<file path="src/common/shaPkg.sv">
`default_nettype none

package shaPkg;

	typedef logic [31:0] wordT; // One SHA-256 word.

	// Working variables of the compression, a is the most significant word.
	typedef struct packed {
		wordT a;
		wordT b;
		wordT c;
		wordT d;
		wordT e;
		wordT f;
		wordT g;
		wordT h;
	} hashStateT;

	// Round constants, one per round.
	localparam wordT shaK [64] = '{
		32'h428a2f98, 32'h71374491, 32'hb5c0fbcf, 32'he9b5dba5,
		32'h3956c25b, 32'h59f111f1, 32'h923f82a4, 32'hab1c5ed5,
		32'hd807aa98, 32'h12835b01, 32'h243185be, 32'h550c7dc3,
		32'h72be5d74, 32'h80deb1fe, 32'h9bdc06a7, 32'hc19bf174,
		32'he49b69c1, 32'hefbe4786, 32'h0fc19dc6, 32'h240ca1cc,
		32'h2de92c6f, 32'h4a7484aa, 32'h5cb0a9dc, 32'h76f988da,
		32'h983e5152, 32'ha831c66d, 32'hb00327c8, 32'hbf597fc7,
		32'hc6e00bf3, 32'hd5a79147, 32'h06ca6351, 32'h14292967,
		32'h27b70a85, 32'h2e1b2138, 32'h4d2c6dfc, 32'h53380d13,
		32'h650a7354, 32'h766a0abb, 32'h81c2c92e, 32'h92722c85,
		32'ha2bfe8a1, 32'ha81a664b, 32'hc24b8b70, 32'hc76c51a3,
		32'hd192e819, 32'hd6990624, 32'hf40e3585, 32'h106aa070,
		32'h19a4c116, 32'h1e376c08, 32'h2748774c, 32'h34b0bcb5,
		32'h391c0cb3, 32'h4ed8aa4a, 32'h5b9cca4f, 32'h682e6ff3,
		32'h748f82ee, 32'h78a5636f, 32'h84c87814, 32'h8cc70208,
		32'h90befffa, 32'ha4506ceb, 32'hbef9a3f7, 32'hc67178f2
	};

	// Hash value before the first chunk of any message.
	localparam hashStateT shaH0 = '{
		32'h6a09e667, 32'hbb67ae85, 32'h3c6ef372, 32'ha54ff53a,
		32'h510e527f, 32'h9b05688c, 32'h1f83d9ab, 32'h5be0cd19
	};

	function automatic wordT rotr(input wordT x, input int unsigned n);
		return (x >> n) | (x << (32 - n)); // Rotate right by n bits.
	endfunction

	// One compression round, kw is the round constant already added to the schedule word.
	function automatic hashStateT shaRound(input hashStateT s, input wordT kw);
		wordT sum0;
		wordT sum1;
		wordT t1;
		wordT t2;
		hashStateT rolled;
		sum1 = rotr(s.e, 6) ^ rotr(s.e, 11) ^ rotr(s.e, 25);
		sum0 = rotr(s.a, 2) ^ rotr(s.a, 13) ^ rotr(s.a, 22);
		t1 = s.h + sum1 + ((s.e & s.f) ^ (~s.e & s.g)) + kw; // Choice of f or g by e.
		t2 = sum0 + ((s.a & s.b) ^ (s.a & s.c) ^ (s.b & s.c)); // Majority of a, b and c.
		rolled = '{t1 + t2, s.a, s.b, s.c, s.d + t1, s.e, s.f, s.g};
		return rolled;
	endfunction

	// Next schedule word W[t+16] from W[t], W[t+1], W[t+9] and W[t+14].
	function automatic wordT shaSchedule(input wordT w0, input wordT w1,
			input wordT w9, input wordT w14);
		wordT sig0;
		wordT sig1;
		sig0 = rotr(w1, 7) ^ rotr(w1, 18) ^ (w1 >> 3);
		sig1 = rotr(w14, 17) ^ rotr(w14, 19) ^ (w14 >> 10);
		return sig1 + w9 + sig0 + w0;
	endfunction

endpackage

`default_nettype wire

</file>
<file path="src/common/minerPkg.sv">
`default_nettype none

package minerPkg;

	localparam int JOB_WORDS = 12; // Addressable words in the block store.
	localparam int DIFF_WORD = 11; // Address of the difficulty; the words below it form the job.
	localparam int MAX_DIFFICULTY = 32; // Only the top word of the hash is ever tested.

	typedef logic [5:0] diffT; // Count of leading zero bits, 0 to 32.

	// Broadcast job. The midstate sits in words 0 to 7, the message words in 8 to 10.
	typedef struct packed {
		shaPkg::hashStateT midstate;
		shaPkg::wordT [0:2] message; // Message words that come before the nonce.
	} jobT;

	// True when the leading difficulty bits of the hash are all zero.
	function automatic logic meetsDifficulty(input logic [255:0] hash, input diffT difficulty);
		logic pass;
		pass = 1'b1;
		for (int i = 0; i < MAX_DIFFICULTY; i++) begin
			if (i < difficulty && hash[255 - i]) begin
				pass = 1'b0; // A one inside the required zero run fails the nonce.
			end
		end
		return pass;
	endfunction

endpackage

`default_nettype wire

</file>
<file path="src/lattice/shaCore.sv">
`default_nettype none

module shaCore (
	input wire clk,
	input wire rst_i,
	input wire start_i,
	input wire shaPkg::hashStateT midstate_i,
	input wire shaPkg::wordT [0:15] chunk_i,
	output logic done_o,
	output logic [255:0] hash_o
);
	import shaPkg::*;

	hashStateT work; // Working variables a to h.
	hashStateT midReg; // Midstate kept for the final addition.
	wordT [0:15] window; // Rolling schedule, window[0] is this round's word.
	logic [5:0] roundCnt;
	logic busy; // High for the 64 round cycles.
	logic finish; // High for the one cycle that adds the midstate back.
	wordT nextWord;

	assign nextWord = shaSchedule(window[0], window[1], window[9], window[14]);

	// Control. The start edge loads, 64 edges run rounds, and the next edge
	// raises done, which gives 65 cycles from start to done.
	always_ff @(posedge clk) begin
		if (rst_i) begin
			busy <= 1'b0;
			finish <= 1'b0;
			roundCnt <= '0;
			done_o <= 1'b0;
		end else begin
			done_o <= finish & ~start_i; // A restart discards the result in flight.
			if (start_i) begin
				busy <= 1'b1; // A start during a run simply begins again.
				finish <= 1'b0;
				roundCnt <= '0;
			end else if (busy) begin
				roundCnt <= roundCnt + 6'd1;
				if (roundCnt == 6'd63) begin
					busy <= 1'b0;
					finish <= 1'b1;
				end
			end else begin
				finish <= 1'b0;
			end
		end
	end

	// Datapath.
	always_ff @(posedge clk) begin
		if (start_i) begin
			work <= midstate_i;
			midReg <= midstate_i;
			window <= chunk_i;
		end else if (busy) begin
			work <= shaRound(work, shaK[roundCnt] + window[0]);
			window <= {window[1:15], nextWord}; // Shift the schedule by one word.
		end else if (finish) begin
			// Feed-forward of the chaining value.
			hash_o <= {work.a + midReg.a, work.b + midReg.b,
				work.c + midReg.c, work.d + midReg.d,
				work.e + midReg.e, work.f + midReg.f,
				work.g + midReg.g, work.h + midReg.h};
		end
	end

endmodule

`default_nettype wire

</file>
<file path="src/lattice/latticeBlock.sv">
`default_nettype none

module latticeBlock #(
	parameter int INDEX = 0,
	parameter int NUM_CORES = 4,
	parameter int SPAN_BITS = 5
) (
	input wire clk,
	input wire rst_i,
	input wire newJob_i,
	input wire minerPkg::jobT job_i,
	input wire minerPkg::diffT difficulty_i,
	output logic newJob_o,
	output minerPkg::jobT job_o,
	output minerPkg::diffT difficulty_o,
	input wire ack_i,
	output logic found_o,
	output shaPkg::wordT foundNonce_o,
	output logic spanDone_o
);
	import shaPkg::*;
	import minerPkg::*;

	localparam int LOG2_NUM_CORES = $clog2(NUM_CORES);

	typedef enum logic [1:0] {stIdle, stIssue, stWait, stHold} coreStateT;

	coreStateT state;
	logic [SPAN_BITS - 1:0] counter; // Low bits of the nonce under test.
	wordT nonce;
	wordT [0:15] chunk;
	logic shaStart;
	logic shaDone;
	logic [255:0] shaHash;
	logic hit; // The finished hash meets the difficulty.
	logic advance; // Move on to the next nonce.
	logic lastNonce;

	// Stage register of the job chain. The registered copy is also this core's working job,
	// since it only changes together with a new job strobe.
	always_ff @(posedge clk) begin
		job_o <= job_i;
		difficulty_o <= difficulty_i;
	end

	always_ff @(posedge clk) begin
		if (rst_i) begin
			newJob_o <= 1'b0;
		end else begin
			newJob_o <= newJob_i;
		end
	end

	// The core index fills the top bits, so the partitions never overlap.
	assign nonce = (wordT'(INDEX) << (32 - LOG2_NUM_CORES)) | wordT'(counter);
	assign foundNonce_o = nonce; // The counter is frozen while a find is held.

	// Final 64-byte chunk: three message words, the nonce, then the padding.
	always_comb begin
		chunk = '0;
		chunk[0:2] = job_o.message;
		chunk[3] = nonce;
		chunk[4] = 32'h8000_0000; // Terminating one bit.
		chunk[15] = 32'd640; // Message length of 80 bytes, in bits.
	end

	assign shaStart = (state == stIssue);
	assign hit = meetsDifficulty(shaHash, difficulty_o);
	assign lastNonce = &counter;
	assign advance = (state == stWait && shaDone && !hit) || (state == stHold && ack_i);

	shaCore sha (
		.clk,
		.rst_i,
		.start_i(shaStart),
		.midstate_i(job_o.midstate),
		.chunk_i(chunk),
		.done_o(shaDone),
		.hash_o(shaHash)
	);

	// Scan FSM. A done outside stWait belongs to an aborted job and is dropped.
	always_ff @(posedge clk) begin
		if (rst_i) begin
			state <= stIdle;
			counter <= '0;
			found_o <= 1'b0;
			spanDone_o <= 1'b0;
		end else if (newJob_i) begin
			state <= stIssue; // Abort whatever was running.
			counter <= '0;
			found_o <= 1'b0;
			spanDone_o <= 1'b0;
		end else if (state == stWait && shaDone && hit) begin
			found_o <= 1'b1; // Stall here until the buffer takes it.
			state <= stHold;
		end else if (advance) begin
			found_o <= 1'b0;
			if (lastNonce) begin
				spanDone_o <= 1'b1;
				state <= stIdle;
			end else begin
				counter <= counter + 1'b1;
				state <= stIssue;
			end
		end else if (state == stIssue) begin
			state <= stWait;
		end
	end

endmodule

`default_nettype wire

</file>
<file path="config.mk">
export PLATFORM = sky130hd
export DESIGN_NAME = latticeBlock
export DESIGN_NICKNAME = d
export VERILOG_FILES = /design/src/common/shaPkg.sv /design/src/common/minerPkg.sv /design/src/lattice/shaCore.sv /design/src/lattice/latticeBlock.sv
export SDC_FILE = /design/constraint.sdc
export NUM_CORES = 2
export LEC_CHECK = 0
export BUFFER_PORTS_ARGS = -buffer_cell sky130_fd_sc_hd__buf_4
export CAP_MARGIN = 20
export CORE_MARGIN = 2
export CORE_UTILIZATION = 55
export CTS_BUF_LIST = sky130_fd_sc_hd__clkbuf_8
export CTS_CLUSTER_DIAMETER = 100
export DETAILED_ROUTE_END_ITERATION = 12
export GPL_TIMING_DRIVEN = 1
export PLACE_DENSITY = 0.84
export SLEW_MARGIN = 20
export SYNTH_ARGS = -nofsm -noshare
export SYNTH_HDL_FRONTEND = slang
export SYNTH_SLANG_ARGS = --single-unit
export TNS_END_PERCENT = 20
</file>
<file path="constraint.sdc">
create_clock -name clk -period 29.2 [get_ports clk]
set_input_delay 2.92 -clock clk [delete_from_list [all_inputs] [get_ports clk]]
set_output_delay 2.92 -clock clk [all_outputs]
set_load 0.1 [all_outputs]
</file>
# Word level (Yosys, flattened, before mapping)
# Memories as Yosys holds them, arrays and structs flattened.
# Index checks and enable logic that the tools add are counted.
# word_totals
ram_bits,0
rom_bits,2048
ff_bits,1657
latchBits,0
n_memories,1
out_inout_bits,393
wordCells,244
in_bits,362
# memory_table
name,depth,word_bits,rd,rd_ports_with_merged_regs,wr,line,rtl
(no name shown),64,32,1,0,0,shaCore.sv:57,"work <= shaRound(work, shaK[roundCnt] + window[0]);"
# op_classes
muxes,48
eq_ne,4
div,0
addsub,20
n_reduce_logical,49
bitwise,33
mul,0
n_shift,0
magnitude_cmp,33
# ops
op,n
$mux 512,2
$add 32x32->32,18
$mux 256,2
$xor 32x32->32,9
$and 32x32->32,5
$lt 5x6->1 const A,16
$mux 32,2
$lt 4x6->1 const A,8
$mux 1,39
$logic_and 1x1->1,36
$not 32->32,1
$or 10x32->32,1
$or 13x32->32,1
$or 14x32->32,1
$or 15x32->32,1
$or 19x32->32,1
$or 21x32->32,1
$or 25x32->32,1
$or 26x32->32,1
$or 30x32->32,1
$or 7x32->32,1
$xor 32x22->32,1
$xor 32x29->32,1
$lt 3x6->1 const A,4
other kinds (22),33

# Longest topological paths before layout
# depth
word_depth,40
ltp_mapped,40
ltp_nobuf,37

# Cells and area by module
# Synthesis repeated with hierarchy kept, for this count alone.
# hier_totals
cells_unflattened,6402
area_unflattened_um2,83106.0
# by_module_without_submodules
module,area_per_inst_um2,n_inst,cells_each
shaCore,74697.9,1,5882
latticeBlock,8408.1,1,520

# Worst setup path after synthesis
# OpenSTA, ideal clock, no wires.
# synth_path
path_type,reg-to-reg
from,register sha.busy
to,"register sha.hash_o[224], enable pin"
setup_time_ns,1.271
stages_incl_launch_ff,5
slack_ns,14.212
t_required_ns,27.929
arrival_ns,13.717
path_cell_list,dfxtp_1 > clkbuf_1 > clkbuf_1 > nand2b_1 > nor2_1
# synth_via
elab_chain_cells,2
# synth_rtl
element,line,rtl
start: declaration,shaCore.sv:18,logic busy;
start signal: assignment,shaCore.sv:28,busy <= 1'b0;
start signal: assignment,shaCore.sv:35,busy <= 1'b1;
start signal: assignment,shaCore.sv:41,busy <= 1'b0;
$not 1->1 (no source line),-,
$reduce_and 3->1 (no source line),-,
end signal: assignment,shaCore.sv:61,"hash_o <= {work.a + midReg.a, work.b + midReg.b,"
end: declaration,shaCore.sv:10,output logic [255:0] hash_o
# No other way between the ends.
# A chain may end at the register's enable or synchronous reset.

# Worst setup path after layout
# layout_path
from,register sha.roundCnt[0]
to,"register sha.work[255] in the netlist's numbering, data pin"
# layout_via
elab_chain_cells,9
# layout_rtl
element,line,rtl
start: declaration,shaCore.sv:17,logic [5:0] roundCnt;
start signal: assignment,shaCore.sv:39,roundCnt <= roundCnt + 6'd1;
$not 6->7 (implied by the code),shaCore.sv:57,
$mem_v2 64x32,-,
$mux 32 (implied by the code) (2 in series),shaCore.sv:57,
$add 32x32->32,shaCore.sv:57,
$add 32x32->32,shaPkg.sv:58,t1 = s.h + sum1 + ((s.e & s.f) ^ (~s.e & s.g)) + kw;
$add 32x32->32,shaPkg.sv:60,"rolled = '{t1 + t2, s.a, s.b, s.c, s.d + t1, s.e, s.f, s.g};"
$mux 256,shaCore.sv:56,end else if (busy) begin
$mux 256,shaCore.sv:52,if (start_i) begin
end signal: assignment,shaCore.sv:53,work <= midstate_i;
end signal: assignment,shaCore.sv:57,
end: declaration,shaCore.sv:14,hashStateT work;
# No other way between the ends. The select of a mux whose other input is x is not followed.

==> metrics.txt <==
Critical R2R Launch sha.roundCnt[0]$_SDFFE_PP0P_; r2r worst-path depth 35; hold endpoint sha.window[7]$_SDFFE_PP1P_; hold_sp sha.window[7]$_SDFFE_PP1P_; WP data arrival 10690 ps; Final setup viols 0; Worst-Margin Slew 1090 ps; CTS buffer count 190; skew final 55.2 ps; first-pass GRT wire length 276 mm; area of the multi-input gates 0.0269 sq mm; final WL between 150 and 200 mm; H-tree depth 4; # nets final 6966; Hold WC Path Type flip-flop to flip-flop; top cells by area, synth dfxtp_1, edfxtp_1, mux2i_1; R2R setup slack ~19000 ps; post-cts hold buffer count 0; sequential area share after synthesis 0.495; type of the worst setup path flip-flop to flip-flop; FP Rows approximately 120; Final ANT Viol Nets 0; Area growth syn-to-layout 17.9%; most numerous cell in the Yosys netlist nand2_1; vias in the first global route 43500; Max-cap violations 0; Hold Path Depth 2; cts repair resizes 0; DRC viols 0; largest net degree at the start of global routing 174; synth warn 0; slew margin rel. 0.271; core area ~0.10 sq mm; CP dominant cell by count fa_1; crit path launch type flip-flop; M1 GR Usage 0.440; GRT busiest layer met2; Netlist cell types 90; Avg Cell Area, Syn 10.2 sq um; clock transition at the registers of the reported paths 60 ps; Hold Fails Final Rpt 0; Port Buffers 727; RSZ-0062 raised after global routing false; critical path launch point sha.roundCnt[0]$_SDFFE_PP0P_; Final Max Tran Viols 0; DIE WIDTH 327 um; Synth async-reset ratio 0; # fillers between 7000 and 8000; antenna violations before repair 7; Clock Tree Buf Depth 3; grt ovf 0; I/O pin total about 760; GRT met2 Usage 0.555; slowest stage delay, CP 720 ps; clock latency on the worst-skew pair 920 ps; Max Freq 0.101 GHz; EDFF count, synth 421; cell at the slowest stage of the critical path ha_1; Die H 327 um; fraction of layout cells with a size suffix above 1 0.174; Yosys reg bits 1209; vias 44600; WL/cell 24.4 um; drt pass-1 iters 6; GPL Wtd Cong 1.03; Yosys top cell area share 0.275; critical path required time around 30000 ps; FF/Latch Area 0.0284 sq mm; placed wire-length estimate between 100 and 150 mm; die area 0.107 sq mm; clock sink count 1209; post-CTS setup buffers 0; via/cell ratio 5.72; Starting Density 0.554; Cell Area, Synth about 0.057 sq mm; Worst Path Max Fanout 18; synthesized instance count between 5000 and 6000; CTS tree done; status complete, no violations; Primary FF master, synth dfxtp_1; min cycle time layout around 9900 ps; reg2reg end sha.work[255]$_DFFE_PP_; root buf cell clkbuf_8; crit end category flip-flop; final period utilization 0.340; routing usage on met3 0.0819; commonest cells in the netlist nand2_1, dfxtp_1, nor2_1; DRT iter0 DRCs about 4700; global-route usage over all layers 0.348; area leader, netlist dfxtp_1; final setup TNS 0 ps
[placed cells by master, fill, tap and decap left out, types with 45 or more instances in the layout]
| master | instances |
|---|---|
| nand3_1 | 152 |
| a21o_1 | 70 |
| a21oi_1 | 205 |
| dfxtp_1 | 784 |
| o21ai_0 | 144 |
| clkbuf_8 | 227 |
| buf_4 | 766 |
| fa_1 | 188 |
| nor2_1 | 581 |
| ha_1 | 180 |
| xnor2_1 | 307 |
| edfxtp_1 | 421 |
| nand2_1 | 953 |
| nor3_1 | 45 |
| mux2i_1 | 417 |
| xor2_1 | 81 |
| inv_1 | 257 |
[worst max-delay path, delay by kind of cell, from the launching register on]
family,cells,cell delay [ps]
fa+ha+maj,7,3340
buf+inv,3,630
xor+xnor,2,450
simple gates,5,1010
compound gates,18,3970
flops,1,340
[cell families after synthesis]
| group | Yosys count | synth area share |
|---|---|---|
| other | 1 | 0.0000654 |
| AND/OR/NAND/NOR | 1879 | 0.134 |
| adder cells (fa/ha/maj) | 399 | 0.110 |
| multiplexers | 443 | 0.0788 |
| XOR/XNOR | 391 | 0.0603 |
| flip-flops | 1209 | 0.495 |
| buffers and inverters | 559 | 0.0385 |
| AO/OA/AOI/OAI | 735 | 0.0823 |
[state kept, by name (all words and copies together), names as in the netlist]
signal,cells
difficulty_o,6
sha.finish,1
sha.midReg,32
newJob_o,1
counter,5
spanDone_o,1
state,2
sha.work,256
sha.hash_o,32
job_o,352
sha.window,512
found_o,1
sha.busy,1
sha.done_o,1
sha.roundCnt,6
[layout make-up]
class | count | area share
Sequential cell | 1209 | 0.420
Multi-Input combinational cell | 3874 | 0.397
Timing Repair Buffer | 768 | 0.0856
Clock buffer | 227 | 0.0462
Tap cell | 1380 | 0.0255
Clock inverter | 130 | 0.0140
Inverter | 193 | 0.0108
Antenna cell | 2 | 0.0000740
[how the worst max path moves through the flow]
stage                                           end  cells past startpoint
after global routing        sha.work[255]$_DFFE_PP_                     34
final                       sha.work[255]$_DFFE_PP_                     35
after CTS                   sha.work[255]$_DFFE_PP_                     35
after floorplan           sha.hash_o[224]$_DFFE_PP_                      4
after detailed placement    sha.work[255]$_DFFE_PP_                     35
after global placement      sha.work[255]$_DFFE_PP_                     33
[per-stage QoR]
step                      instance area (sq um)  std cells  setup slack [ps]  hold WS [ps]  utilization
final                                     67600       7783             19270           481        0.653
after global routing                      67600       7783             18830           486        0.653
after CTS                                 67600       7781             19440           477        0.653
after detailed placement                  63500       7424             19470           464        0.614
after global placement                    63500       7424             19660           456        0.614
after floorplan                           57500       5642             14210           431            -
[layer usage]
metal,part of all wire,routed length [um]
met4,0.059,11200
met3,0.095,18000
met5,0.00011,20
met1,0.38,73100
met2,0.46,87800
Power is not shown: default switching activity piles up to over one toggle a cycle in this logic, so the estimate is an artifact.
