$ cat src/common/shaPkg.sv
`default_nettype none

package shaPkg;

	typedef logic [31:0] wordT; // One SHA-256 word.

	// Working variables of the compression, a is the most significant word.
	typedef struct packed {
		wordT a;
		wordT b;
		wordT c;
		wordT d;
		wordT e;
		wordT f;
		wordT g;
		wordT h;
	} hashStateT;

	// Round constants, one per round.
	localparam wordT shaK [64] = '{
		32'h428a2f98, 32'h71374491, 32'hb5c0fbcf, 32'he9b5dba5,
		32'h3956c25b, 32'h59f111f1, 32'h923f82a4, 32'hab1c5ed5,
		32'hd807aa98, 32'h12835b01, 32'h243185be, 32'h550c7dc3,
		32'h72be5d74, 32'h80deb1fe, 32'h9bdc06a7, 32'hc19bf174,
		32'he49b69c1, 32'hefbe4786, 32'h0fc19dc6, 32'h240ca1cc,
		32'h2de92c6f, 32'h4a7484aa, 32'h5cb0a9dc, 32'h76f988da,
		32'h983e5152, 32'ha831c66d, 32'hb00327c8, 32'hbf597fc7,
		32'hc6e00bf3, 32'hd5a79147, 32'h06ca6351, 32'h14292967,
		32'h27b70a85, 32'h2e1b2138, 32'h4d2c6dfc, 32'h53380d13,
		32'h650a7354, 32'h766a0abb, 32'h81c2c92e, 32'h92722c85,
		32'ha2bfe8a1, 32'ha81a664b, 32'hc24b8b70, 32'hc76c51a3,
		32'hd192e819, 32'hd6990624, 32'hf40e3585, 32'h106aa070,
		32'h19a4c116, 32'h1e376c08, 32'h2748774c, 32'h34b0bcb5,
		32'h391c0cb3, 32'h4ed8aa4a, 32'h5b9cca4f, 32'h682e6ff3,
		32'h748f82ee, 32'h78a5636f, 32'h84c87814, 32'h8cc70208,
		32'h90befffa, 32'ha4506ceb, 32'hbef9a3f7, 32'hc67178f2
	};

	// Hash value before the first chunk of any message.
	localparam hashStateT shaH0 = '{
		32'h6a09e667, 32'hbb67ae85, 32'h3c6ef372, 32'ha54ff53a,
		32'h510e527f, 32'h9b05688c, 32'h1f83d9ab, 32'h5be0cd19
	};

	function automatic wordT rotr(input wordT x, input int unsigned n);
		return (x >> n) | (x << (32 - n)); // Rotate right by n bits.
	endfunction

	// One compression round, kw is the round constant already added to the schedule word.
	function automatic hashStateT shaRound(input hashStateT s, input wordT kw);
		wordT sum0;
		wordT sum1;
		wordT t1;
		wordT t2;
		hashStateT rolled;
		sum1 = rotr(s.e, 6) ^ rotr(s.e, 11) ^ rotr(s.e, 25);
		sum0 = rotr(s.a, 2) ^ rotr(s.a, 13) ^ rotr(s.a, 22);
		t1 = s.h + sum1 + ((s.e & s.f) ^ (~s.e & s.g)) + kw; // Choice of f or g by e.
		t2 = sum0 + ((s.a & s.b) ^ (s.a & s.c) ^ (s.b & s.c)); // Majority of a, b and c.
		rolled = '{t1 + t2, s.a, s.b, s.c, s.d + t1, s.e, s.f, s.g};
		return rolled;
	endfunction

	// Next schedule word W[t+16] from W[t], W[t+1], W[t+9] and W[t+14].
	function automatic wordT shaSchedule(input wordT w0, input wordT w1,
			input wordT w9, input wordT w14);
		wordT sig0;
		wordT sig1;
		sig0 = rotr(w1, 7) ^ rotr(w1, 18) ^ (w1 >> 3);
		sig1 = rotr(w14, 17) ^ rotr(w14, 19) ^ (w14 >> 10);
		return sig1 + w9 + sig0 + w0;
	endfunction

endpackage

`default_nettype wire

$ cat src/common/minerPkg.sv
`default_nettype none

package minerPkg;

	localparam int JOB_WORDS = 12; // Addressable words in the block store.
	localparam int DIFF_WORD = 11; // Address of the difficulty; the words below it form the job.
	localparam int MAX_DIFFICULTY = 32; // Only the top word of the hash is ever tested.

	typedef logic [5:0] diffT; // Count of leading zero bits, 0 to 32.

	// Broadcast job. The midstate sits in words 0 to 7, the message words in 8 to 10.
	typedef struct packed {
		shaPkg::hashStateT midstate;
		shaPkg::wordT [0:2] message; // Message words that come before the nonce.
	} jobT;

	// True when the leading difficulty bits of the hash are all zero.
	function automatic logic meetsDifficulty(input logic [255:0] hash, input diffT difficulty);
		logic pass;
		pass = 1'b1;
		for (int i = 0; i < MAX_DIFFICULTY; i++) begin
			if (i < difficulty && hash[255 - i]) begin
				pass = 1'b0; // A one inside the required zero run fails the nonce.
			end
		end
		return pass;
	endfunction

endpackage

`default_nettype wire

$ cat src/source/blockStore.sv
`default_nettype none

module blockStore (
	input wire clk,
	input wire rst_i,
	input wire jobWe_i,
	input wire [3:0] jobAddr_i,
	input wire shaPkg::wordT jobData_i,
	input wire jobStart_i,
	output logic newJob_o,
	output minerPkg::jobT job_o,
	output minerPkg::diffT difficulty_o
);
	import shaPkg::*;
	import minerPkg::*;

	wordT jobWords [JOB_WORDS]; // Host-side copy, free to change during a scan.
	logic [$bits(jobT) - 1:0] jobFlat; // The job words in broadcast order.
	wordT diffWord;

	// Host writes. Addresses past the last job word are ignored.
	always_ff @(posedge clk) begin
		if (jobWe_i && jobAddr_i < JOB_WORDS) begin
			jobWords[jobAddr_i] <= jobData_i;
		end
	end

	// Word 0 lands in the most significant slot, so it becomes midstate word a.
	always_comb begin
		jobFlat = '0;
		for (int i = 0; i < DIFF_WORD; i++) begin
			jobFlat[$bits(jobT) - 1 - 32 * i -: 32] = jobWords[i];
		end
	end

	assign diffWord = jobWords[DIFF_WORD];

	// The broadcast copy only moves on a start, so the host can stage the next job early.
	always_ff @(posedge clk) begin
		if (jobStart_i) begin
			job_o <= jobT'(jobFlat);
			if (diffWord > MAX_DIFFICULTY) begin
				difficulty_o <= diffT'(MAX_DIFFICULTY); // Anything larger would be unreachable.
			end else begin
				difficulty_o <= diffT'(diffWord);
			end
		end
	end

	// One-cycle job strobe, one cycle behind the start.
	always_ff @(posedge clk) begin
		if (rst_i) begin
			newJob_o <= 1'b0;
		end else begin
			newJob_o <= jobStart_i;
		end
	end

endmodule

`default_nettype wire

$ cat config.mk
export PLATFORM = sky130hd
export DESIGN_NAME = blockStore
export DESIGN_NICKNAME = d
export VERILOG_FILES = /design/src/common/shaPkg.sv /design/src/common/minerPkg.sv /design/src/source/blockStore.sv
export SDC_FILE = /design/constraint.sdc
export NUM_CORES = 1
export LEC_CHECK = 0
export ABC_AREA = 1
export ABC_CLOCK_PERIOD_IN_PS = 3720
export BUFFER_PORTS_ARGS = -buffer_cell sky130_fd_sc_hd__clkbuf_2
export CORE_UTILIZATION = 32
export DETAILED_ROUTE_END_ITERATION = 16
export HOLD_SLACK_MARGIN = 0.03
export PLACE_DENSITY = 0.61
export SLEW_MARGIN = 0
export SYNTH_ARGS = -nofsm -noshare
export SYNTH_HDL_FRONTEND = slang
export SYNTH_SLANG_ARGS = --single-unit
$ cat constraint.sdc
create_clock -name clk -period 3.72 [get_ports clk]
set_input_delay 0.186 -clock clk [delete_from_list [all_inputs] [get_ports clk]]
set_output_delay 0.186 -clock clk [all_outputs]
set_load 0.01 [all_outputs]
Word-level counts from Yosys, hierarchy flattened
Memory sizes are Yosys's and may differ from the RTL's. A register that Yosys moved wholly into a read port is not among the register bits. Cells that the tools add are included.

Flip-flop bits (word level): 7. Bits of input ports: 40. Memories: 1. Memory bits (writable): 384.

Mux-type cells: 2. Magnitude comparators: 2. Reductions and logical operators: 1.

Memories: jobWords (depth 12, width 32, rd ports 12, clocked after memory_dff 11, wr ports 1, line blockStore.sv:17) `wordT jobWords [JOB_WORDS];`.

Operators by type and width (count): $gt 32x6->1 const B (1); $lt 4x4->1 const B (1); $mux 1 (2); $logic_and 1x1->1 (1).

Logic depth before layout (Yosys ltp)
Gate-level depths: netlist of run 1.

Word-level depth: 4. Mapped depth: 5. Depth with buffers taken out: 5.

Worst setup path after synthesis of run 1
Ideal clock, no wire load.

Path kind: input to register. Start point: input port jobAddr_i[1]. End point: memory jobWords[6][0] (netlist name), enable pin. Library setup time: 0.461 ns. Stages on the path: 4. Path buffers: 0. Setup slack: 0.683 ns. Arrival time: 2.576 ns. Path through: inv_1 -> nor2_1 -> nand2_1 -> nor3_1.

Cells in the longest elaborated chain, start to end: 4.

RTL lines: from (decl) (line blockStore.sv:7) `input wire [3:0] jobAddr_i,`; $lt 4x4->1 (line blockStore.sv:23) `if (jobWe_i && jobAddr_i < JOB_WORDS) begin`; $logic_and 1x1->1 (line blockStore.sv:23); $mux 1 (line blockStore.sv:23); $mux 1 (not written as such) (line blockStore.sv:24) `jobWords[jobAddr_i] <= jobData_i;`; to (decl) (line blockStore.sv:17).

Parallel ways exist; a longest one is shown, timed or not.

Worst setup path in the final report of run 1
Start point: register job_o[70] (netlist name). End point: output port job_o[70] (netlist name).

RTL lines: to (decl) (line blockStore.sv:11) `output minerPkg::jobT job_o,`.

No word-level cell between the ends.

==> results.cfg, run 1 <==
[power]
powerDensity_nw_per_um2 = 601
leakagePower_nw = 10.2
vdd.ir_drop.worst_uv = 418

[clock_tree]
cts_sinks = 743
cts_max_level = 3
clockBufferDepth = 3
cts_buffers = 77
tritoncts = done
clockRootBuffer = clkbuf_16
clkSlewWorstSetupHoldPaths_ns = 0.06
clkLatencyLatePin_ns = 0.61

[critical_path]
critPathKind = reg2out
critical_path_arrival_ns = 1.21
cp.required_ns = 3.53
startpoint_type = flop
cp_slowest_stage_delay_ns = 0.45
critical_path.slowest_cell = edfxtp_1
path_cells = clkbuf_2
critPathBufInv = 1
cp_max_fo = 1
end_kind = output pin
critPathTopFamily = flip-flops

[layout]
layout_commonest_cell = edfxtp_1
n_antenna_cell = 0
final_cell_mix = edfxtp_1, clkbuf_2, clkbuf_16, nor2_1, dlygate4sd3_1
syn_to_final_growth_pct = 26.7
n_fill_cell = 6205
seq_area_um2 = 22300
layout-drive-gt1-share = 0.394
nNetsFinal = 1377
stdcell_area_um2 = 28800
multiInputGateArea_um2 = 457

[drt]
viasPerCell = 4.16
wl_um = 49800
drt-initial-drc-count = 773
first_pass_iters = 6
route.antenna.remaining_nets = 0
drc = 0
vias = 9724
wire_per_inst_um = 21.3

[floorplan]
die_area_um2 = 72000
core_um2 = 70100
rows = 97
die-height_um = 268
die_width_um = 268
initial_utilization = 0.324
io_pins = 399

[timing]
tns_ns = 0
hold_viol_final = 0
worstMarginPinSlew_ns = 0.902
slew_viol_final = 0
finalSetupViolCount = 0
min_period_over_period = 0.375
max_freq_mhz = 716
rsz0062_at_grt = false
finalClockSkew_ns = 0.0208
period_minus_slack_ns = 1.40
slew_headroom = 0.397

[yosys]
synth_area_um2 = 22700
synth_cell_types = 17
synth_warnings = 0
synth.yosys.seq_area_share = 0.982
synthCells = 820
syn_area_per_cell_um2 = 27.7
synth_nets = 860
synth-seq-cells = 743

[run_status]
status = completed

[placed_design]
place_hpwl_um = 30600
portBuffers = 398
gp_congestion = 0.800
place_area_um2 = 26100

[global_route]
grt_max_degree = 89
grt_pass1_vias = 9945
grt_pass1_wl_um = 68400
antenna_found_initial = 5
grt_usage = 0.135
grt-ovfl-total = 0

[flow_run]
max-cap-violations = 0

[min_path]
worstHoldPathType = in2reg
## cell usage after synthesis (all sizes together)
cell,count,share of area
nor3,10,0.0033
or2,1,0.00028
edfxtp,742,0.98
nand3b,2,0.0012
dfxtp,1,0.00088
inv,8,0.0013
nor2,39,0.0075
nand2,9,0.0017
nand3,4,0.0014
nand4,3,0.00083
and2,1,0.00028
## logic make-up (layout without fill, tap and decap cells)
logic type | count (synthesis) | in the layout | synth area share
flops | 743 | 743 | 0.982
simple gates | 69 | 69 | 0.0166
buf+inv | 8 | 585 | 0.00132
## what timing repair did
item	in CTS	in global routing
hold endpoints to repair	220	0
hold buffers	21	0
gates resized for setup	0	0
setup buffers	0	0
## cell type report
type / count / area share
well taps: 940 / 0.0409
clock buffers: 93 / 0.0698
inverters: 8 / 0.00104
flip-flops and latches: 743 / 0.775
repair buffers: 438 / 0.0832
clock inverters: 46 / 0.0140
multi-input cells: 69 / 0.0159
## report_power, final
group	internal, mW	total (mW)	switching, mW	leakage, nW
logic	0.132	0.490	0.358	2.02
registers	9.45	9.52	0.0699	6.98
clock network	4.22	7.27	3.05	1.16
## per-layer routing
layer	vias to the layer above	track usage	wire length [um]
li1	4347	-	-
met1	4994	0.160	19500
met2	322	0.225	25000
met3	59	0.0526	4280
met4	2	0.0487	1020
met5	-	0	13
## flip-flops by register name (all words and copies together), names as in the netlist
name,flops
difficulty_o,6
jobWords,384
job_o,352
newJob_o,1
## path summary, 6_finish.rpt
check | cells after the start | from | endpoint | slack (ns)
max | 1 | job_o[70] | job_o[70] | 2.32
min | 1 | jobData_i[31] | jobWords[3][31] | 0.06
max reg2reg | 5 | jobWords[11][30] | difficulty_o[4] | 2.54
min reg2reg | 0 | jobWords[7][25] | job_o[121] | 0.40
## through the flow
stage          hold slack [ns]  power, mW  worst slack, ns  utilization  instances
5_1_grt                 0.0547       17.9             2.26        0.410       2337
3_3_place_gp             0.352       10.2             1.81        0.373       2177
4_1_cts                 0.0303       17.5             2.26        0.410       2337
2_1_floorplan            0.257       9.78            0.683            -        820
3_5_place_dp             0.352       10.2             1.76        0.373       2177
6_report                0.0594       17.3             2.32        0.410       2337
(Power assumes the default switching activity.)
==> inputs of run 2 (changes only) <==
--- a/config.mk
+++ b/config.mk
@@ -5,13 +5,13 @@
 export SDC_FILE = /design/constraint.sdc
 export NUM_CORES = 1
 export LEC_CHECK = 0
-export ABC_AREA = 1
-export ABC_CLOCK_PERIOD_IN_PS = 3720
+export ABC_AREA = 0
+export ABC_CLOCK_PERIOD_IN_PS = 1250
 export BUFFER_PORTS_ARGS = -buffer_cell sky130_fd_sc_hd__clkbuf_2
 export CORE_UTILIZATION = 32
 export DETAILED_ROUTE_END_ITERATION = 16
 export HOLD_SLACK_MARGIN = 0.03
-export PLACE_DENSITY = 0.61
+export PLACE_DENSITY = 0.62
 export SLEW_MARGIN = 0
 export SYNTH_ARGS = -nofsm -noshare
 export SYNTH_HDL_FRONTEND = slang
==> constraint.sdc (replaced) <==
create_clock -name clk -period 1.25 [get_ports clk]
set_input_delay 0.0625 -clock clk [delete_from_list [all_inputs] [get_ports clk]]
set_output_delay 0.0625 -clock clk [all_outputs]
set_load 0.01 [all_outputs]
==> run 2 against run 1 <==
Net effect:
- the run now ends with setup timing left
- non-clock buffer count grew 55
- first-iteration DRC count grew 5.7%
- sequential power grew to 3.0 times the previous value
- sequential cell count is the same
- count of clock-buffer cells in the layout shrank 2
- total power grew to 3.1 times the previous value
- clock power grew to 3.2 times the previous value
- hold slack gained 0.067 ns
- global-route usage grew 0.53 points
- die area shrank 0.67%
- critical path type is now reg2reg
- highest routed layer is now met4
==> results.cfg, run 2 <==
[layout]
layout_commonest_cell = edfxtp_1
seq_area_um2 = 22300
final_cell_mix = edfxtp_1, clkbuf_2, clkbuf_16, dlygate4sd3_1, buf_4
syn_to_final_growth_pct = 31.8
n_fill_cell = 6006
stdcell_count = 2345
largest_reg_flops = 384
multiInputGateArea_um2 = 444
stdcell_area_um2 = 29700
nNetsFinal = 1394
layout-drive-gt1-share = 0.423
largest-register = jobWords
final_core_util = 0.430
reg_top3 = jobWords (384), job_o (352), difficulty_o (6)

[yosys]
synth_cell_types = 15
synth_commonest_cells = edfxtp_1, nor2_1, nand2b_1, nor4_1, nor4_2
synth_nets = 823
synth_area_um2 = 22600
synth.yosys.seq_area_share = 0.989
synth_warnings = 0
synth-seq-cells = 743
synth-edff-count = 742
syn_area_per_cell_um2 = 28.8
synthCells = 783
synth_top_area_frac = 0.988
synth_ff_type = edfxtp_1
async_reset_ff_frac = 0
yosysTopAreaCell = edfxtp_1
synth_area_leaders = edfxtp_1, nor4_2, nand2b_1, nor4_1, nor2_1
synth.most_common_cell = edfxtp_1

[critical_path]
critical_path_arrival_ns = 1.86
cp_num_cells = 3
cp_slowest_stage_delay_ns = 0.41
rr_endpoint = difficulty_o[5]
rr_worst_depth = 3
startpoint = jobWords[11][30]
reg2reg_from = jobWords[11][30]
cp_max_fo = 2
startpoint_type = flop
critical_path.slowest_cell = edfxtp_1
critPathBufInv = 0
crit_end = difficulty_o[5]
critPathTopFamily = simple AND/OR/NAND/NOR gates
path_cells = nor4_4 > nand4_2 > or4_1
r2r_slack_ns = -0.26
end_kind = flop
cp.required_ns = 1.59
critPathKind = reg2reg

[clock_tree]
clockBufferDepth = 3
tritoncts = done
cts_max_level = 3
clockRootBuffer = clkbuf_16
clkSlewWorstSetupHoldPaths_ns = 0.06
cts_setup_buffers = 0
cts_buffers = 77
clkLatencyLatePin_ns = 0.60
cts_sinks = 743

[global_route]
grt_usage = 0.141
grt-ovfl-total = 0
grt_pass1_vias = 10085
antenna_found_initial = 3
grt_max_degree = 43
grt_pass1_wl_um = 70900

[floorplan]
rows = 96
io_pins = 399
die_width_um = 267
die-height_um = 267
core_um2 = 69200
die_area_um2 = 71600
initial_utilization = 0.326

[timing]
finalClockSkew_ns = 0.0154
finalWorstSetupSlack_ns = -0.262
worstMarginPinSlew_ns = 0.445
period_minus_slack_ns = 1.51
min_period_over_period = 1.21
slew_headroom = 0.703
tns_ns = -0.984
max_freq_mhz = 661
hold_viol_final = 0
finalSetupViolCount = 12
rsz0062_at_grt = true
slew_viol_final = 0

[power]
seqPwrFrac = 0.533
powerDensity_nw_per_um2 = 1790
pwr-share-comb = 0.031
clockPowerShare = 0.436
intPower_mw = 42.6
leakagePower_nw = 10.6
swShare = 0.199
vdd.ir_drop.worst_uv = 1250
switching_power_mw = 10.6
finalPower_mw = 53.2

[drt]
route.antenna.remaining_nets = 0
drc = 0
wire_per_inst_um = 21.6
first_pass_iters = 5
vias = 9919
drt-initial-drc-count = 817
wl_um = 50700
viasPerCell = 4.23

[placed_design]
dp_cells = 2171
portBuffers = 398
place_hpwl_um = 33300
place_area_um2 = 26600
gp_congestion = 0.783

[run_status]
violations = setup timing
status = finished, violations left

[flow_run]
max-cap-violations = 0

[min_path]
worstHoldPathType = in2reg
-- run 2: cell count changes after synthesis, moves of 3 or more --
| cell | delta |
|---|---|
| nor2_2 | -4 |
| nor2_1 | -24 |
| nor3_2 | -5 |
| nand2_1 | -5 |
| nand4_1 | -3 |
| nor4_1 | +7 |
| nand3_1 | -3 |
| inv_1 | -8 |
| nand2b_1 | +7 |
| nor4_2 | +4 |
-- run 2: logic make-up after synthesis --
logic type / Yosys count / synth area share
flip-flops: 743 / 0.989
AND/OR/NAND/NOR: 39 / 0.0111
buffers and inverters: 1 / 0.000166
-- run 2: layout make-up --
type	instances	area share
Tap cell	931	0.0392
Sequential cell	743	0.750
Antenna cell	1	0.0000842
Clock buffer	91	0.0680
Clock inverter	47	0.0192
Timing Repair Buffer	493	0.108
Multi-Input combinational cell	39	0.0149
-- run 2: worst reg2reg max path, stage by stage, from the launching register on --
cell      delay [ns]
edfxtp_1        0.41
nor4_4          0.32
nand4_2         0.12
or4_1           0.41
-- run 2: routing by layer --
layer | track usage | vias up | part of all wire
li1 | - | 4371 | -
met1 | 0.183 | 5073 | 0.42
met2 | 0.223 | 402 | 0.47
met3 | 0.0462 | 73 | 0.082
met4 | 0.0451 | 0 | 0.020
met5 | 0 | - | 0
-- run 2: timing repair --
item,in CTS,in global routing
setup endpoints to repair,89,152
gates resized for setup,13,44
pin swaps,4,1
hold endpoints to repair,489,0
hold buffers,35,0
-- run 2: worst min path at each step --
| stage | end | slack, ns | cells past startpoint | start |
|---|---|---|---|---|
| final | jobWords[0][24] | 0.13 | 4 | jobAddr_i[0] |
| after floorplan | newJob_o | 0.13 | 1 | rst_i |
| after global routing | jobWords[0][24] | 0.11 | 4 | jobAddr_i[0] |
| after detailed placement | newJob_o | 0.23 | 2 | rst_i |
| after CTS | jobWords[0][15] | 0.06 | 4 | jobAddr_i[0] |
| after global placement | newJob_o | 0.23 | 2 | rst_i |
-- run 2: power by group through the flow --
| stage | Combinational (mW) | Sequential [mW] | Clock (mW) |
|---|---|---|---|
| 2_1_floorplan | 0.0930 | 29.0 | 0 |
| 3_3_place_gp | 1.57 | 28.8 | 0 |
| 3_5_place_dp | 1.60 | 28.9 | 0 |
| 4_1_cts | 1.69 | 28.3 | 23.8 |
| 5_1_grt | 1.78 | 28.4 | 24.8 |
| 6_report | 1.64 | 28.3 | 23.2 |
-- run 2: through the flow --
step | hold WS, ns | setup WS [ns]
floorplan | 0.134 | -0.522
global placement | 0.226 | -0.375
detailed placement | 0.232 | -0.418
CTS | 0.0582 | -0.292
global route | 0.109 | -0.349
finish | 0.126 | -0.262
