[config.mk]
export PLATFORM = sky130hd
export DESIGN_NAME = nonceBuffer
export DESIGN_NICKNAME = d
export VERILOG_FILES = /design/src/common/shaPkg.sv /design/src/source/nonceBuffer.sv
export SDC_FILE = /design/constraint.sdc
export NUM_CORES = 1
export LEC_CHECK = 0
export BUFFER_PORTS_ARGS = -buffer_cell sky130_fd_sc_hd__clkbuf_2
export CAP_MARGIN = 20
export CORE_UTILIZATION = 30
export CTS_BUF_LIST = sky130_fd_sc_hd__clkbuf_8
export DETAILED_ROUTE_END_ITERATION = 6
export PLACE_DENSITY = 0.48
export SETUP_SLACK_MARGIN = 0.2
export SYNTH_ARGS = -nofsm -noshare
export SYNTH_HDL_FRONTEND = slang
export SYNTH_SLANG_ARGS = --single-unit
export TNS_END_PERCENT = 100
[constraint.sdc]
create_clock -name clk -period 2.1 [get_ports clk]
set_clock_uncertainty 0.05 [all_clocks]
set_input_delay 0 -clock clk [delete_from_list [all_inputs] [get_ports clk]]
set_output_delay 0 -clock clk [all_outputs]
set_load 0.01 [all_outputs]
[src/common/shaPkg.sv]
`default_nettype none

package shaPkg;

	typedef logic [31:0] wordT; // One SHA-256 word.

	// Working variables of the compression, a is the most significant word.
	typedef struct packed {
		wordT a;
		wordT b;
		wordT c;
		wordT d;
		wordT e;
		wordT f;
		wordT g;
		wordT h;
	} hashStateT;

	// Round constants, one per round.
	localparam wordT shaK [64] = '{
		32'h428a2f98, 32'h71374491, 32'hb5c0fbcf, 32'he9b5dba5,
		32'h3956c25b, 32'h59f111f1, 32'h923f82a4, 32'hab1c5ed5,
		32'hd807aa98, 32'h12835b01, 32'h243185be, 32'h550c7dc3,
		32'h72be5d74, 32'h80deb1fe, 32'h9bdc06a7, 32'hc19bf174,
		32'he49b69c1, 32'hefbe4786, 32'h0fc19dc6, 32'h240ca1cc,
		32'h2de92c6f, 32'h4a7484aa, 32'h5cb0a9dc, 32'h76f988da,
		32'h983e5152, 32'ha831c66d, 32'hb00327c8, 32'hbf597fc7,
		32'hc6e00bf3, 32'hd5a79147, 32'h06ca6351, 32'h14292967,
		32'h27b70a85, 32'h2e1b2138, 32'h4d2c6dfc, 32'h53380d13,
		32'h650a7354, 32'h766a0abb, 32'h81c2c92e, 32'h92722c85,
		32'ha2bfe8a1, 32'ha81a664b, 32'hc24b8b70, 32'hc76c51a3,
		32'hd192e819, 32'hd6990624, 32'hf40e3585, 32'h106aa070,
		32'h19a4c116, 32'h1e376c08, 32'h2748774c, 32'h34b0bcb5,
		32'h391c0cb3, 32'h4ed8aa4a, 32'h5b9cca4f, 32'h682e6ff3,
		32'h748f82ee, 32'h78a5636f, 32'h84c87814, 32'h8cc70208,
		32'h90befffa, 32'ha4506ceb, 32'hbef9a3f7, 32'hc67178f2
	};

	// Hash value before the first chunk of any message.
	localparam hashStateT shaH0 = '{
		32'h6a09e667, 32'hbb67ae85, 32'h3c6ef372, 32'ha54ff53a,
		32'h510e527f, 32'h9b05688c, 32'h1f83d9ab, 32'h5be0cd19
	};

	function automatic wordT rotr(input wordT x, input int unsigned n);
		return (x >> n) | (x << (32 - n)); // Rotate right by n bits.
	endfunction

	// One compression round, kw is the round constant already added to the schedule word.
	function automatic hashStateT shaRound(input hashStateT s, input wordT kw);
		wordT sum0;
		wordT sum1;
		wordT t1;
		wordT t2;
		hashStateT rolled;
		sum1 = rotr(s.e, 6) ^ rotr(s.e, 11) ^ rotr(s.e, 25);
		sum0 = rotr(s.a, 2) ^ rotr(s.a, 13) ^ rotr(s.a, 22);
		t1 = s.h + sum1 + ((s.e & s.f) ^ (~s.e & s.g)) + kw; // Choice of f or g by e.
		t2 = sum0 + ((s.a & s.b) ^ (s.a & s.c) ^ (s.b & s.c)); // Majority of a, b and c.
		rolled = '{t1 + t2, s.a, s.b, s.c, s.d + t1, s.e, s.f, s.g};
		return rolled;
	endfunction

	// Next schedule word W[t+16] from W[t], W[t+1], W[t+9] and W[t+14].
	function automatic wordT shaSchedule(input wordT w0, input wordT w1,
			input wordT w9, input wordT w14);
		wordT sig0;
		wordT sig1;
		sig0 = rotr(w1, 7) ^ rotr(w1, 18) ^ (w1 >> 3);
		sig1 = rotr(w14, 17) ^ rotr(w14, 19) ^ (w14 >> 10);
		return sig1 + w9 + sig0 + w0;
	endfunction

endpackage

`default_nettype wire

[src/source/nonceBuffer.sv]
`default_nettype none

module nonceBuffer #(
	parameter int NUM_CORES = 4,
	parameter int FIFO_DEPTH = 4
) (
	input wire clk,
	input wire rst_i,
	input wire newJob_i,
	input wire [NUM_CORES - 1:0] foundVec_i,
	input wire shaPkg::wordT [NUM_CORES - 1:0] foundNonces_i,
	output logic [NUM_CORES - 1:0] ackVec_o,
	input wire nonceRead_i,
	output logic nonceValid_o,
	output shaPkg::wordT nonce_o,
	output logic overflow_o
);
	import shaPkg::*;

	localparam int PTR_BITS = (FIFO_DEPTH > 1) ? $clog2(FIFO_DEPTH) : 1;
	localparam int COUNT_BITS = $clog2(FIFO_DEPTH + 1);

	wordT fifoMem [FIFO_DEPTH];
	logic [PTR_BITS - 1:0] wrPtr;
	logic [PTR_BITS - 1:0] rdPtr;
	logic [COUNT_BITS - 1:0] count; // Entries held, 0 to FIFO_DEPTH.
	logic full;
	logic push;
	logic pop;
	wordT pushData;

	assign full = (count == COUNT_BITS'(FIFO_DEPTH));

	// Fixed priority. The lowest set bit is isolated, so core 0 wins ties.
	assign ackVec_o = full ? '0 : (foundVec_i & (~foundVec_i + NUM_CORES'(1)));
	assign push = |ackVec_o;
	assign pop = nonceRead_i && nonceValid_o;

	always_comb begin
		pushData = '0;
		for (int k = 0; k < NUM_CORES; k++) begin
			if (ackVec_o[k]) begin
				pushData = foundNonces_i[k]; // Grant is one-hot.
			end
		end
	end

	always_ff @(posedge clk) begin
		if (push) begin
			fifoMem[wrPtr] <= pushData;
		end
	end

	// Pointers wrap at the depth, which need not be a power of two.
	always_ff @(posedge clk) begin
		if (rst_i) begin
			wrPtr <= '0;
			rdPtr <= '0;
			count <= '0;
		end else begin
			if (push) begin
				wrPtr <= (wrPtr == PTR_BITS'(FIFO_DEPTH - 1)) ? '0 : wrPtr + 1'b1;
			end
			if (pop) begin
				rdPtr <= (rdPtr == PTR_BITS'(FIFO_DEPTH - 1)) ? '0 : rdPtr + 1'b1;
			end
			if (push && !pop) begin
				count <= count + 1'b1;
			end else if (pop && !push) begin
				count <= count - 1'b1;
			end
		end
	end

	assign nonceValid_o = (count != '0);
	assign nonce_o = fifoMem[rdPtr]; // Head entry, valid with nonceValid_o.

	// Sticky. Set when the FIFO is full and every core is stalled on a find.
	always_ff @(posedge clk) begin
		if (rst_i || newJob_i) begin
			overflow_o <= 1'b0;
		end else if (full && &foundVec_i) begin
			overflow_o <= 1'b1;
		end
	end

endmodule

`default_nettype wire

; ---- After elaboration in Yosys (flattened, before gate mapping)
; Memory sizes are Yosys's and may differ from the RTL's. A register that Yosys moved wholly into a read port is not among the register bits.
; Index checks and enable logic that the tools add are counted.
[op_classes]
eq_ne = 3
n_mux = 13
addsub = 5
bitwise = 2
n_reduce_logical = 11
[ops]
columns = cell, count
row1 = 32-bit two-way mux, 4
row2 = 2-bit two-way mux, 4
row3 = 3-bit two-way mux, 2
row4 = "2-bit by 1-bit adder with 2-bit output, second input constant", 2
row5 = "4-bit by 1-bit adder with 4-bit output, second input constant", 1
row6 = 4-bit AND, 1
row7 = "2-bit equality test, second input constant", 2
row8 = 1-bit logical AND, 4
row9 = 4-bit two-way mux, 1
row10 = 4-bit NOT, 1
row11 = 4-bit AND reduction, 1
row12 = 4-bit OR reduction, 1
row13 = "3-bit by 1-bit adder with 3-bit output, second input constant", 1
row14 = "3-bit equality test, second input constant", 1
row15 = 3-bit nonzero test, 1
row16 = "3-bit by 1-bit subtractor with 3-bit output, second input constant", 1
row17 = 1-bit zero test, 2
row18 = 1-bit two-way mux, 2
row19 = 2-bit nonzero test, 1
row20 = 1-bit logical OR, 1
[totals]
memories = 1
wordCells = 39
regBits = 8
mem_bits_rw = 128
[memory_table]
columns = memory, words, word_bits, read_ports, rd_clocked_by_memory_dff, write_ports, line
row1 = fifoMem, 4, 32, 1, 1, 1, nonceBuffer.sv:23  ; wordT fifoMem [FIFO_DEPTH];

; ---- Logic depth before layout (Yosys ltp)
; Gate-level depths: netlist of the first run.
[depth]
word_depth = 9
ltp_mapped = 9
depth_no_buf = 8

; ---- Worst setup path before layout of the first run
; No wires, ideal clock.
[synth_path]
path_kind = register to register
start = register count[0]
end = register count[2]
slack_ns = -0.053
path_stages_with_launch = 8
setup_ns = 0.070
t_arrival_ns = 2.033
path_buffers = 0
path_cell_list = dfxtp_1 > o31ai_1 > ha_1 > inv_1 > fa_1 > xor2_1 > or3_1 > a21oi_1
[synth_via]
elab_chain_len = 6
[synth_lines]
columns = element, line
row1 = "start, declared", nonceBuffer.sv:26  ; logic [COUNT_BITS - 1:0] count;
row2 = "start signal, assigned", nonceBuffer.sv:68  ; count <= count + 1'b1;
row3 = "start signal, assigned", nonceBuffer.sv:70  ; count <= count - 1'b1;
row4 = 3-bit equality test, nonceBuffer.sv:32  ; assign full = (count == COUNT_BITS'(FIFO_DEPTH));
row5 = 4-bit two-way mux, nonceBuffer.sv:35  ; assign ackVec_o = full ? '0 : (foundVec_i & (~foundVec_i + NUM_CORES'(1)));
row6 = 4-bit OR reduction, nonceBuffer.sv:36  ; assign push = |ackVec_o;
row7 = 1-bit zero test, nonceBuffer.sv:69  ; end else if (pop && !push) begin
row8 = 1-bit logical AND, nonceBuffer.sv:69
row9 = 2-bit nonzero test (no line), n/a
; Several ways; a longest one is shown, not always the timed one. The select of a mux whose other input is x is not followed.
; A chain may end at the register's enable or synchronous reset.

; ---- Final worst setup path of the first run
[layout_path]
start = register count[2]
end = register count[2]
[layout_via]
elab_chain_len = 6
[layout_lines]
columns = element, line
row1 = 3-bit equality test (*), nonceBuffer.sv:32
row2 = 4-bit two-way mux (*), nonceBuffer.sv:35
row3 = 4-bit OR reduction (*), nonceBuffer.sv:36
row4 = via push, nonceBuffer.sv:28  ; logic push;
row5 = 1-bit zero test, nonceBuffer.sv:69
row6 = 1-bit logical AND, nonceBuffer.sv:69
row7 = 2-bit nonzero test (no line), n/a
; The timed path passes the listed nets; every way through them passes the cells marked *. The select of a mux whose other input is x is not followed.

==> results of run 1 <==
==> repair_timing <==
item / CTS / global route
pin swaps: 2 / 3
gates cloned: 0 / 0
setup endpoints to repair: 35 / 23
gates resized for setup: 7 / 8
hold endpoints to repair: 138 / 6
setup buffers: 3 / 3
==> through the flow <==
step / total power, W / hold slack [ps]
finish: 0.009372 / -209.4
floorplan: 0.005974 / 29.31
global route: 0.009902 / -234.8
detailed placement: 0.007221 / 125.7
CTS: 0.009442 / -232.5
global placement: 0.007146 / 126.6
==> sequential cells by signal, indices dropped and copies added, names as in the netlist, named ones only <==
signal	flops
overflow_o	1
fifoMem	128
count	3
wrPtr	2
rdPtr	2
==> layer usage <==
metal / wire (um) / share of wire (%) / up-vias
li1: - / - / 2244
met1: 7367 / 43 / 2321
met2: 8977 / 52 / 152
met3: 789 / 4.6 / 11
met4: 197 / 1.1 / 0
met5: 0 / 0 / -
==> critical path, delay by kind of cell, from the launching register on <==
| family | cells | cell delay (ps) |
|---|---|---|
| buf+inv | 1 | 50 |
| xor+xnor | 1 | 180 |
| compound gates | 1 | 120 |
| simple gates | 3 | 630 |
| fa+ha+maj | 2 | 510 |
| flops | 1 | 370 |
==> worst max path at each step <==
stage	endpoint	slack (ps)	cells after the start
floorplan	count[2]	120	9
global placement	count[2]	90	7
detailed placement	count[2]	10	7
CTS	count[2]	120	8
global route	count[2]	50	7
finish	count[2]	130	8
==> cell families after synthesis <==
logic type | share of synthesized area [%]
AOI/OAI and AO/OA | 11.87
xor gates and xnor gates | 0.2706
adders and majority gates | 1.469
buffers and inverters | 4.697
DFF | 62.47
muxes | 11.44
and+or+nand+nor | 7.789
==> where the power goes <==
part           switching (W)  leakage (nW)  internal, W  total, W
clock network        0.00107         0.183     0.000956   0.00203
logic                0.00167          2.25      0.00148   0.00315
registers           0.000217          1.29      0.00397   0.00419
==> layout make-up <==
type / count / share of cell area [%]
clock inverter: 15 / 1.573
multi-input combinational: 238 / 24.20
tap: 275 / 3.794
clock buffer: 17 / 2.580
timing repair buffer: 284 / 21.63
sequential: 138 / 44.74
inverter: 36 / 1.490
==> cells in the final DEF (no fill, tap or decap), drive strengths merged <==
master,instances
nand3b,1
fa,1
nor4b,1
edfxtp,128
nor2,4
o21ai,3
dlygate4sd3,82
or4,1
xor2,2
clkinvlp,3
nor2b,32
inv,41
o211a,32
or3b,1
and4,1
and2,6
clkinv,6
ha,6
a21oi,37
clkbuf,190
or3,3
dfxtp,10
nor4,1
nor3b,3
nor3,2
nand2,34
mux4,32
bufinv,1
mux2i,2
o31ai,33
buf,29
==> results.cfg, run 1 <==
[route]
wire_per_inst_um = 17.28
drc = 0
wl_um = 17330
num_vias = 4728
viasPerCell = 4.714
firstDrtPassIters = 6
detail-route-antenna-nets = 0
drt_iter0_drc = 271

[grt]
antenna_found_initial = 0
first_global_vias = 4878
grt_max_degree = 39
grt_util_met2_pct = 28.09
use_met1_pct = 19.18
busiest_layer = met2
grt_overflow = 0
gr-usage-all-layers_pct = 16.01
grt_pass1_wl_um = 25770
use_met3_pct = 3.976

[layout]
area_growth_pct = 40.10
antenna_cells = 0
design_area_um2 = 9070
fin_cells = 1003
n_fill_cell = 1973
fin_nets = 858
register_area_um2 = 4058
multi_input_area_um2 = 2195
fin_util_pct = 43.01
drive_above_1_share_pct = 39.29

[die]
die_w_um = 148.9
io_pins = 174
start_util_pct = 30.70
fp-row-count = 53
dieArea_um2 = 22170
dieHeight_um = 148.9
core_area_um2 = 21090

[worst_setup_path]
required_ps = 2420
r2r_slack_ps = 130
rr_worst_depth = 8
cp-end-kind = flip-flop
cp-start-kind = flip-flop
slowest_stage = dfxtp_4
critical_path.cell_chain = nor3b_2 > nor2_4 > ha_2 > inv_1 > fa_2 > xor2_1 > or3_1 > a21oi_2
max_stage_delay_ps = 370
r2r_start = count[2]
cp_max_fo = 6
cp_data_arrival_time_ps = 2290
critPathKind = flip-flop to flip-flop
crit_start = count[2]
r2r-end = count[2]

[cts]
clock_sinks = 138
cts_tree = done
clock-root-buffer = clkbuf_8
hold_buffers = 82
clock_path_buffers = 2
clk_pin_slew_ps = 80
insertion_delay_ps = 440
cts.htree.levels = 4
cts_made_buffers = 17

[timing]
fin_hold_ws_ps = -209.4
setup_viol = 0
post-route-period-util_pct = 93.87
min_period_ps = 1971
rsz0062_at_grt = true
tns_ps = 0
max-slew-margin-rel_pct = 59.48
hold_violations = 6
setup_ws_ps = 128.7
max_freq_mhz = 507.3
worst_slew_pin_slew_ps = 606.3
report.final.slew_viol_count = 0

[placement]
gp_congestion = 0.7093
dp_hpwl_um = 11450
io_buffers = 173
dp_cells = 883
placed_area_um2 = 7767
dp_worst_setup_slack_ps = 11.89

[run_status]
outcome = complete, but fails checks
violations = hold timing

[logic_synthesis]
synthCells = 445
synthDistinctLibCells = 33
synth_most_common_cell = edfxtp_1
synth_area_leader_cell = edfxtp_1
synth_top_cells_by_area = edfxtp_1 59%, mux4_2 11%, o211a_1 4.9%, o31ai_1 3.8%, dfxtp_1 3.1%
synth_flop_cell = edfxtp_1
synth_edf_count = 128
yosysWarningCount = 0
ys_seq_area_share_pct = 62.47
avgSynthCellArea_um2 = 14.55
synth-seq-cells = 138
syn_nets = 588
async_flop_share_pct = 0
syn-cell-area_um2 = 6474
synth_common_cells = 128 x edfxtp_1, 37 x a21oi_1, 36 x inv_1
netlist.area_leader.share_pct = 59.37

[hold_path]
hold_path.class = input pin to flip-flop
min_delay_path_depth = 2
hold_end = count[2]
min-delay-start = rst_i

[power_and_ir_drop]
p_per_area_nw_per_um2 = 1033
peakVddDrop_mv = 0.4933
p_leak_nw = 3.723

[flow_run]
drv_cap = 0
No activity file was read; power rests on OpenSTA's default activity.
==> run 2: changes to the inputs <==
--- a/constraint.sdc
+++ b/constraint.sdc
@@ -4,2 +4,2 @@
 set_output_delay 0 -clock clk [all_outputs]
-set_load 0.01 [all_outputs]
+set_load 0.02 [all_outputs]
==> run 2 against run 1 <==
Compared with the run above:
- the flow still finishes with violations (hold timing)
- die area did not move
- register-to-register slack is essentially flat
- count of clock-buffer cells in the layout unchanged
- cell area is essentially flat
- worst hold slack barely moved
- critical endpoint unchanged
- highest routed layer unchanged
==> results.cfg, run 2 (synthesized netlist as in run 1, its figures left out) <==
[grt]
first_global_vias = 4879
grt_overflow = 0
grt_pass1_wl_um = 25790
antenna_found_initial = 0
grt_max_degree = 39
gr-usage-all-layers_pct = 16.02

[cts]
cts.htree.levels = 4
clock-root-buffer = clkbuf_8
cts_made_buffers = 17
hold_buffers = 82
insertion_delay_ps = 440
clk_pin_slew_ps = 80
clock_sinks = 138
clock_path_buffers = 2
cts_tree = done

[die]
die_w_um = 148.9
start_util_pct = 30.70
core_area_um2 = 21090
io_pins = 174
dieArea_um2 = 22170
fp-row-count = 53
dieHeight_um = 148.9

[route]
wire_per_inst_um = 17.31
wl_um = 17360
num_vias = 4735
viasPerCell = 4.721
firstDrtPassIters = 4
drc = 0
drt_iter0_drc = 295
detail-route-antenna-nets = 0

[layout]
final_cell_mix = 173 x clkbuf_2, 128 x edfxtp_1, 82 x dlygate4sd3_1
register_area_um2 = 4058
antenna_cells = 0
drive_above_1_share_pct = 39.29
multi_input_area_um2 = 2195
top_register = fifoMem
layout_commonest_cell = clkbuf_2
fin_nets = 858
n_fill_cell = 1973
reg_top3 = fifoMem (128), count (3)
largest_reg_flops = 128
area_growth_pct = 40.16

[worst_setup_path]
required_ps = 2420
critPathKind = flip-flop to flip-flop
critical_path.cell_chain = nor3b_2 > nor2_4 > ha_2 > inv_1 > fa_2 > xor2_1 > or3_1 > a21oi_2
cp_top_family = simple AND/OR/NAND/NOR gates
crit_buf_inv = 1
slowest_stage = dfxtp_4
cp-start-kind = flip-flop
cp-end-kind = flip-flop
cp_data_arrival_time_ps = 2300
max_stage_delay_ps = 370
cp_max_fo = 6

[flow_run]
drv_cap = 0

[timing]
report.final.slew_viol_count = 0
tns_ps = 0
worst_slew_pin_slew_ps = 650.5
setup_viol = 0
min_period_ps = 1977
rsz0062_at_grt = true
max_freq_mhz = 505.9
fin_hold_ws_ps = -209.7
post-route-period-util_pct = 94.12
max-slew-margin-rel_pct = 56.52
hold_violations = 6

[run_status]
outcome = complete, but fails checks
violations = hold timing

[power_and_ir_drop]
p_leak_nw = 3.724
p_per_area_nw_per_um2 = 1067
power_w = 0.009678
peakVddDrop_mv = 0.4950

[placement]
gp_congestion = 0.7093
dp_hpwl_um = 11450
io_buffers = 173

[hold_path]
hold_path.class = input pin to flip-flop
==> run 2: per-stage QoR <==
stage	std cells	setup slack, ps	hold WS, ps	utilization, %	cell area [um2]
after global placement	883	91.29	126.6	36.83	7767
after detailed placement	883	11.89	125.7	36.83	7767
after CTS	1000	124.5	-232.5	42.81	9027
after global routing	1003	54.82	-234.8	43.03	9074
after floorplan	445	121.7	29.31	-	6511
final	1003	123.5	-209.7	43.03	9074
==> run 2: path summary, 6_finish.rpt <==
kind | from | slack, ps | depth (start not counted) | endpoint
worst max-delay path | count[2] | 120 | 8 | count[2]
worst min-delay path | rst_i | -210 | 2 | count[2]
worst max register to register | count[2] | 120 | 8 | count[2]
worst min register to register | overflow_o | 470 | 2 | overflow_o
==> run 2: cell type report <==
cell class | count | share of cell area, %
repair buffers | 284 | 21.66
well taps | 275 | 3.792
clock buffers | 17 | 2.579
inverters | 36 | 1.489
flip-flops and latches | 138 | 44.72
multi-input cells | 238 | 24.19
clock inverters | 15 | 1.572
==> run 2: report_power, final <==
group / switching [W] / internal, W / leakage, nW / total [W]
registers: 0.000215 / 0.00397 / 1.29 / 0.00418
logic: 0.00197 / 0.00149 / 2.25 / 0.00346
clock network: 0.00108 / 0.000956 / 0.183 / 0.00203
total: 0.00327 / 0.00641 / 3.72 / 0.00968
==> run 2: repair_timing <==
| action | in CTS | in global routing |
|---|---|---|
| endpoints found under the hold margin | 138 | 6 |
| setup endpoints to repair | 35 | 23 |
| setup buffers | 3 | 3 |
| gates resized for setup | 10 | 7 |
| pin swaps | 3 | 3 |
==> run 2: per-layer routing <==
metal  up-vias  GRT usage, %  part of all wire [%]
met3        11         3.976                   4.7
met4         0         5.051                   1.1
met2       154         28.09                    52
met1      2332         19.20                    42
met5         -             0                     0
li1       2238             -                     -
